==> src/common/periph_bus_pkg.sv <==
// *********************************************************************
// peripheral bus package
// APB request and response structs, bus widths and the address map
// of the peripheral windows served by the SoC peripheral node
// *********************************************************************

package periph_bus_pkg;

  // *******************************************************************
  // bus widths
  // *******************************************************************

  localparam int unsigned APB_ADDR_WIDTH = 32;
  localparam int unsigned APB_DATA_WIDTH = 32;

  // number of peripheral windows in the map
  localparam int unsigned NB_PERIPH = 4;

  // *******************************************************************
  // APB payload
  // *******************************************************************

  // request from the requester side, 67 bits
  typedef struct packed {
    logic [APB_ADDR_WIDTH-1:0] paddr;
    logic                      pwrite;
    logic                      psel;
    logic                      penable;
    logic [APB_DATA_WIDTH-1:0] pwdata;
  } apb_req_t;

  // response from the completer side, 34 bits
  typedef struct packed {
    logic [APB_DATA_WIDTH-1:0] prdata;
    logic                      pready;
    logic                      pslverr;
  } apb_rsp_t;

  // one address window, end_addr is inclusive
  typedef struct packed {
    logic [APB_ADDR_WIDTH-1:0] start_addr;
    logic [APB_ADDR_WIDTH-1:0] end_addr;
  } addr_rule_t;

  // *******************************************************************
  // peripheral address map
  // *******************************************************************

  // entry order is the peripheral index: gpio, timer, soc_ctrl, stdout
  localparam addr_rule_t PERIPH_MAP [NB_PERIPH] = '{
    '{start_addr: 32'h1A10_1000, end_addr: 32'h1A10_1FFF},
    '{start_addr: 32'h1A10_2000, end_addr: 32'h1A10_2FFF},
    '{start_addr: 32'h1A10_4000, end_addr: 32'h1A10_4FFF},
    '{start_addr: 32'h1A10_F000, end_addr: 32'h1A10_FFFF}
  };

endpackage
==> src/design/periph_bus_wrap.sv <==
// *********************************************************************
// peripheral bus top level
// one APB completer port towards the system and NB_PERIPH requester
// ports towards the peripherals, with request-timeout supervision
// *********************************************************************

module periph_bus_wrap
  import periph_bus_pkg::*;
#(
  parameter int unsigned RTO_CYCLES = 16
) (
  input  logic                           clk_i,
  input  logic                           rst_i,

  // system side
  input  apb_req_t                       slv_req_i,
  output apb_rsp_t                       slv_rsp_o,

  // peripheral side
  output apb_req_t       [NB_PERIPH-1:0] mst_req_o,
  input  apb_rsp_t       [NB_PERIPH-1:0] mst_rsp_i,

  // one pulse per timed-out transfer, at the silent peripheral's index
  output logic           [NB_PERIPH-1:0] peripheral_rto_o
);

  logic start_rto;
  logic clr_rto;
  logic rto;

  // *******************************************************************
  // decode node
  // *******************************************************************

  apb_node #(
    .NB_MASTER  (NB_PERIPH),
    .ADDR_RULES (PERIPH_MAP)
  ) i_apb_node (
    .clk_i            (clk_i),
    .rst_i            (rst_i),
    .slv_req_i        (slv_req_i),
    .slv_rsp_o        (slv_rsp_o),
    .mst_req_o        (mst_req_o),
    .mst_rsp_i        (mst_rsp_i),
    .rto_i            (rto),
    .start_rto_o      (start_rto),
    .clr_rto_o        (clr_rto),
    .peripheral_rto_o (peripheral_rto_o)
  );

  // *******************************************************************
  // timeout counter
  // *******************************************************************

  // the node arms it in the setup phase and clears it on a normal finish
  apb_rto_counter #(
    .RTO_CYCLES (RTO_CYCLES)
  ) i_apb_rto_counter (
    .clk_i   (clk_i),
    .rst_i   (rst_i),
    .start_i (start_rto),
    .clr_i   (clr_rto),
    .rto_o   (rto)
  );

endmodule

==> src/design/apb_node/apb_node.sv <==
// *********************************************************************
// APB node
// decodes each transfer against the window table, forwards it to one
// requester port and muxes the response back; unmapped addresses and
// peripherals that never answer are closed with an error
// *********************************************************************

module apb_node
  import periph_bus_pkg::*;
#(
  parameter int unsigned NB_MASTER = 4,
  parameter addr_rule_t  ADDR_RULES [NB_MASTER] = '{default: '0}
) (
  input  logic                           clk_i,
  input  logic                           rst_i,
  input  apb_req_t                       slv_req_i,
  output apb_rsp_t                       slv_rsp_o,
  output apb_req_t       [NB_MASTER-1:0] mst_req_o,
  input  apb_rsp_t       [NB_MASTER-1:0] mst_rsp_i,
  input  logic                           rto_i,
  output logic                           start_rto_o,
  output logic                           clr_rto_o,
  output logic           [NB_MASTER-1:0] peripheral_rto_o
);

  localparam int unsigned IDX_W = (NB_MASTER > 1) ? $clog2(NB_MASTER) : 1;

  logic [NB_MASTER-1:0] hit;
  logic                 any_hit;
  logic [IDX_W-1:0]     sel_idx;
  apb_rsp_t             sel_rsp;
  logic                 access_phase;
  logic                 rto_fire;
  logic                 access_q;

  // *******************************************************************
  // address decode
  // *******************************************************************

  // the windows never overlap, so at most one bit of hit is set
  always_comb begin
    hit     = '0;
    sel_idx = '0;
    for (int k = 0; k < NB_MASTER; k++) begin
      if ((slv_req_i.paddr >= ADDR_RULES[k].start_addr) &&
          (slv_req_i.paddr <= ADDR_RULES[k].end_addr)) begin
        hit[k]  = 1'b1;
        sel_idx = IDX_W'(k);
      end
    end
  end

  assign any_hit = |hit;

  // *******************************************************************
  // request fan-out and response mux
  // *******************************************************************

  always_comb begin
    for (int k = 0; k < NB_MASTER; k++) begin
      mst_req_o[k]      = slv_req_i;
      mst_req_o[k].psel = slv_req_i.psel && hit[k];
    end
  end

  assign sel_rsp      = mst_rsp_i[sel_idx];
  assign access_phase = slv_req_i.psel && slv_req_i.penable;

  // a timeout only matters while the selected peripheral is still stalling
  assign rto_fire = access_phase && any_hit && rto_i && !sel_rsp.pready;

  always_comb begin
    slv_rsp_o = '0;
    if (any_hit) begin
      slv_rsp_o.prdata  = sel_rsp.prdata;
      slv_rsp_o.pready  = access_phase && (sel_rsp.pready || rto_fire);
      slv_rsp_o.pslverr = access_phase && (sel_rsp.pready ? sel_rsp.pslverr : rto_fire);
    end else begin
      // nobody owns this address, so the node closes the access itself
      slv_rsp_o.pready  = access_phase;
      slv_rsp_o.pslverr = access_phase;
    end
  end

  // *******************************************************************
  // timeout control
  // *******************************************************************

  // set in the setup cycle, cleared once the upstream transfer completes
  always_ff @(posedge clk_i) begin
    if (rst_i) begin
      access_q <= 1'b0;
    end else begin
      access_q <= slv_req_i.psel && !(slv_req_i.penable && slv_rsp_o.pready);
    end
  end

  // only mapped transfers arm the counter
  assign start_rto_o = slv_req_i.psel && !access_q && any_hit;

  // a normal completion stops the counter before it can fire later
  assign clr_rto_o = access_phase && any_hit && sel_rsp.pready;

  always_comb begin
    for (int k = 0; k < NB_MASTER; k++) begin
      peripheral_rto_o[k] = rto_fire && (sel_idx == IDX_W'(k));
    end
  end

endmodule

==> src/design/apb_node/apb_rto_counter.sv <==
// *********************************************************************
// APB request-timeout counter
// armed by a start pulse, counts down and flags a transfer that has
// waited RTO_CYCLES cycles; a clear pulse disarms it
// *********************************************************************

module apb_rto_counter #(
  parameter int unsigned RTO_CYCLES = 16
) (
  input  logic clk_i,
  input  logic rst_i,
  input  logic start_i,
  input  logic clr_i,
  output logic rto_o
);

  localparam int unsigned CNT_W = (RTO_CYCLES > 1) ? $clog2(RTO_CYCLES) : 1;

  logic [CNT_W-1:0] cnt_q;
  logic             armed_q;

  // start has priority over clear, and the counter disarms on expiry
  always_ff @(posedge clk_i) begin
    if (rst_i) begin
      cnt_q   <= '0;
      armed_q <= 1'b0;
    end else if (start_i) begin
      cnt_q   <= CNT_W'(RTO_CYCLES - 1);
      armed_q <= 1'b1;
    end else if (clr_i || rto_o) begin
      armed_q <= 1'b0;
    end else if (armed_q) begin
      cnt_q <= cnt_q - 1'b1;
    end
  end

  // the load value of RTO_CYCLES-1 puts expiry RTO_CYCLES cycles after setup
  assign rto_o = armed_q && (cnt_q == '0);

endmodule

==> config.mk <==
export PLATFORM = sky130hd
export DESIGN_NAME = periph_bus_wrap
export DESIGN_NICKNAME = d
export VERILOG_FILES = /design/src/common/periph_bus_pkg.sv /design/src/design/periph_bus_wrap.sv /design/src/design/apb_node/apb_node.sv /design/src/design/apb_node/apb_rto_counter.sv
export SDC_FILE = /design/constraint.sdc
export NUM_CORES = 1
export LEC_CHECK = 0
export BUFFER_PORTS_ARGS = -buffer_cell sky130_fd_sc_hd__buf_4
export CORE_AREA = 2 2 199 201
export CTS_CLUSTER_DIAMETER = 30
export DETAILED_ROUTE_END_ITERATION = 12
export DIE_AREA = 0 0 201 203
export PLACE_DENSITY = 0.31
export SYNTH_ARGS = -nofsm -noshare
export SYNTH_HDL_FRONTEND = slang
export SYNTH_SLANG_ARGS = --single-unit
==> constraint.sdc <==
create_clock -name clk_i -period 5.9 [get_ports clk_i]
set_clock_uncertainty 0.05 [all_clocks]
set_input_delay 1.18 -clock clk_i [delete_from_list [all_inputs] [get_ports clk_i]]
set_output_delay 1.18 -clock clk_i [all_outputs]
set_load 0.02 [all_outputs]
After elaboration in Yosys (flattened, before gate mapping)

Cells that the tools add are included.

Register bits: 6
Word-level logic and storage cells: 69

$add $sub $neg: 1
Eq/ne operators: 4
Muxes and demuxes: 17
Reduce and logical (&&, ||, !) cells: 35
Magnitude comparators: 9

Operators with widths:

| cell                                                  | count |
|---|---|
| >= comparator 32 x 29 -> 1 bit, second input constant | 4 |
| <= comparator 32 x 29 -> 1 bit, second input constant | 4 |
| binary-select mux 34 bit (select 2 bit)               | 1 |
| two-way mux 34 bit                                    | 1 |
| two-way mux 32 bit                                    | 1 |
| logical AND 1 bit                                     | 24 |
| two-way mux 4 bit                                     | 3 |
| two-way mux 1 bit                                     | 8 |
| two-way mux 2 bit                                     | 3 |
| == test 2 bit, second input constant                  | 2 |
| zero test 4 bit                                       | 1 |
| nonzero test 2 bit                                    | 2 |
| OR reduction 4 bit                                    | 1 |
| subtractor 4 x 1 -> 4 bit, second input constant      | 1 |
| zero test 1 bit                                       | 3 |
| < comparator 2 x 3 -> 1 bit, second input constant    | 1 |
| == test 2 x 1 -> 1 bit, second input constant         | 1 |
| zero test 2 bit                                       | 1 |
| logical OR 1 bit                                      | 2 |
| != test 2 bit, second input constant                  | 1 |
| AND reduction 2 bit                                   | 1 |

Depth between registers and ports, before layout

Depth after elaboration: 15
Depth in mapped cells: 9
Mapped depth without buffers: 7

Modules after synthesis

Synthesis repeated with hierarchy kept, for this count alone.

Cell total of the unflattened synthesis: 552
Area, all modules: 3915.0 um^2

Modules (own cells, without submodules):

| module          | cells each | area each (um^2) | instances | sequential area each (um^2) |
|---|---|---|---|---|
| apb_node        | 520        | 3648.5           | 1         | 20.0 |
| apb_rto_counter | 32         | 266.5            | 1         | 100.1 |

Worst setup path before layout

OpenSTA, ideal clock, no wires.

Kind: input port to output port
From: input port slv_req_i[59] in the netlist's numbering
To: output port slv_rsp_o[11] in the netlist's numbering
Path buffers: 2
Arrival: 3.157 ns
Stages on the path: 7
Required time: 4.670 ns
Slack: 1.513 ns
Cell sequence: or4_4 nor4_4 and3_1 clkbuf_1 clkbuf_1 a21oi_1 o21ai_1

RTL lines:

| what               | RTL line              | RTL |
|---|---|---|
| start: declaration | periph_bus_wrap.sv:16 | `input apb_req_t slv_req_i,` |
| end: declaration   | periph_bus_wrap.sv:17 | `output apb_rsp_t slv_rsp_o,` |

==> reports/summary.txt <==
Final HPWL DP: 13240 microns
Number of enable flip-flop cells after synthesis: 0
Leak: 1.924 nW
Most common cell after layout, fill and taps aside: buf_4
Antenna violations before repair: 0
M1 GR Usage: 0.08467
CTS tree: built
Clock transition at path regs: 0.03 ns
Yosys warnings: 0
Die X: 201 microns
Crit-path max FO: 21
DRC: 0
Setup bufs post-CTS: 0
Relative slew margins: 0.5237
Required time of the critical path: 4.67 ns
Hold WS: 0.5200 ns
Gpl congestion: 0.7753
Hold-fix buffer count after cts: 0
Core Box Area: 38470 sq um
Ratio of cells with drive above 1 in the final layout: 0.5880
DR pass1 iterations: 4
Drt via density: 3.092
Remaining Overflow, GRT: 0
Most frequent cells in the layout: 293 x buf_4, 44 x nor2_1, 38 x a21oi_1, 34 x o21ai_1, 32 x a22oi_1
Final min period: 4.955 ns
Via count: 3256
Grt peak-use layer: met2
H-tree depth: 1
Synth async-reset ratio: 0
Fin crit share: 0.8399
Mapped Area: 3591 sq um
Met3 usage: 0.02360
Worst Setup Start Kind: input port
Global-route wire length before repair: 21780 microns
Worst-Margin Slew: 0.7079 ns
Cell row count: 72
Pwr Total: 0.3640 mW
Number of global-route vias before repair: 3366
Hold crit path type: flip-flop to flip-flop
Final Max Slew Viols: 0
Post-Syn Instances: 522
Post-Syn Nets: 729
Synth Flop Type: dfxtp_1
Largest net degree at the start of global routing: 23
RSZ-0062 raised after global routing: false
Die Ht: 203 microns
Num CTS Buffers: 3
Syn avg cell area: 6.879 sq um
Status: finished clean
PostCTS Resize Cnt: 0
Crit path DAT: 3.73 ns
Final ANT Viol Nets: 0
GRT Overall Usage: 0.06964
Post-Route WL: 15630 microns
Final Hold Viols: 0
Layout area overhead: 24.74%
Peak VDD IR: 55.77 uV
Endpoint class of the critical path: output pin
Met2 Use GR: 0.1168
Fmax: 0.2018 GHz
PwrDens: 81.27 nW/um^2
Iter 0 DRT Violations: 93
Setup TNS Final: 0 ns
CTS sink cnt: 6
Root buffer cell: clkbuf_16
Top-Level Pins: 511
Netlist cell types: 52
Input/output buffers: 285
Endpoints failing setup: 0
Die area: 40800 sq um
Initial Util: 0.09335
Worst setup margin: 0.9446 ns
CTS Buffer Depth: 2
Clock latency on the worst-skew pair: 0.23 ns
DR WL/cell: 14.84 microns
Max_cap viols: 0
NumNets Final: 743
Sequential share of the synthesized area: 0.03345
Flops & latches, synth: 6
Critical path class: input port to output pin
Pre-CTS setup slack: 0.8392 ns
## flip-flops by register name, summed over array words and instances, names as in the netlist
| register | cells |
|---|---|
| i_apb_node.access_q | 1 |
| i_apb_rto_counter.armed_q | 1 |
| i_apb_rto_counter.cnt_q | 4 |
## cells by family (layout without fill, tap and decap cells)
logic type / count (synthesis) / in the layout / share of synthesized area
buffers and inverters: 290 / 302 / 0.5850
XOR/XNOR: 4 / 4 / 0.009758
other: 0 / 1 / 0
multiplexers: 3 / 3 / 0.01010
adder cells (fa/ha/maj): 2 / 2 / 0.006968
flip-flops: 6 / 6 / 0.03345
AND/OR/NAND/NOR: 96 / 96 / 0.1470
AO/OA/AOI/OAI: 121 / 121 / 0.2077
## through the flow
| stage | instances | cell area, sq um | util |
|---|---|---|---|
| after CTS | 1052 | 4477 | 0.1164 |
| final | 1053 | 4479 | 0.1164 |
| after floorplan | 522 | 3591 | - |
| after detailed placement | 1049 | 4402 | 0.1144 |
| after global routing | 1052 | 4477 | 0.1164 |
| after global placement | 1049 | 4402 | 0.1144 |
## cell usage after synthesis, drive strengths merged (2+ instances only)
cell type / instances / area share
a21oi: 39 / 0.055
or4: 2 / 0.0052
mux2: 2 / 0.0073
nand2: 6 / 0.0063
nand4: 4 / 0.011
xor2: 3 / 0.0073
o211ai: 3 / 0.0063
or3: 2 / 0.0049
a21o: 2 / 0.0042
dfxtp: 6 / 0.033
inv: 4 / 0.0042
nor2: 46 / 0.051
clkbuf: 14 / 0.015
a22oi: 32 / 0.067
a31oi: 2 / 0.0035
nor3: 5 / 0.0070
buf: 272 / 0.57
and3: 6 / 0.010
nand3: 4 / 0.0056
and4b: 2 / 0.0056
o21ai: 36 / 0.050
and2: 5 / 0.0087
ha: 2 / 0.0070
nor4: 6 / 0.015
## worst max-delay path: stages
cell     delay [ns]
buf_4          0.14
or4_4          0.59
nor4_4         0.40
and3_2         0.61
buf_4          0.31
a21oi_1        0.16
o21ai_1        0.17
buf_4          0.15
## power by group
| group | internal (mW) | switching [mW] | leakage (nW) | total, mW |
|---|---|---|---|---|
| clock | 0.0870 | 0.0227 | 0.0370 | 0.110 |
| sequential | 0.0411 | 0.0000781 | 0.0485 | 0.0412 |
| combinational | 0.114 | 0.0995 | 1.84 | 0.213 |
| total | 0.242 | 0.122 | 1.92 | 0.364 |
## metal layers
layer	vias up	wire length [microns]
li1	1532	-
met1	1475	6373
met2	213	7543
met3	36	1366
met4	0	347
met5	-	0
## layout make-up
class,count,area (sq um)
flip-flops and latches,6,120.1
inverters,4,15.01
fillers,4512,33990
well taps,518,648.1
diodes,1,2.502
repair buffers,295,2240
clock buffers,3,75.07
multi-input cells,226,1379
## final timing paths
check	to	slack [ns]	depth (start not counted)	from
max	slv_rsp_o[25]	0.94	8	slv_req_i[59]
min	i_apb_rto_counter.cnt_q[3]	0.52	2	i_apb_rto_counter.cnt_q[3]
max reg2reg	i_apb_rto_counter.cnt_q[1]	4.20	7	i_apb_rto_counter.cnt_q[0]
min reg2reg	i_apb_rto_counter.cnt_q[3]	0.52	2	i_apb_rto_counter.cnt_q[3]
No activity file was read; power rests on OpenSTA's default activity.
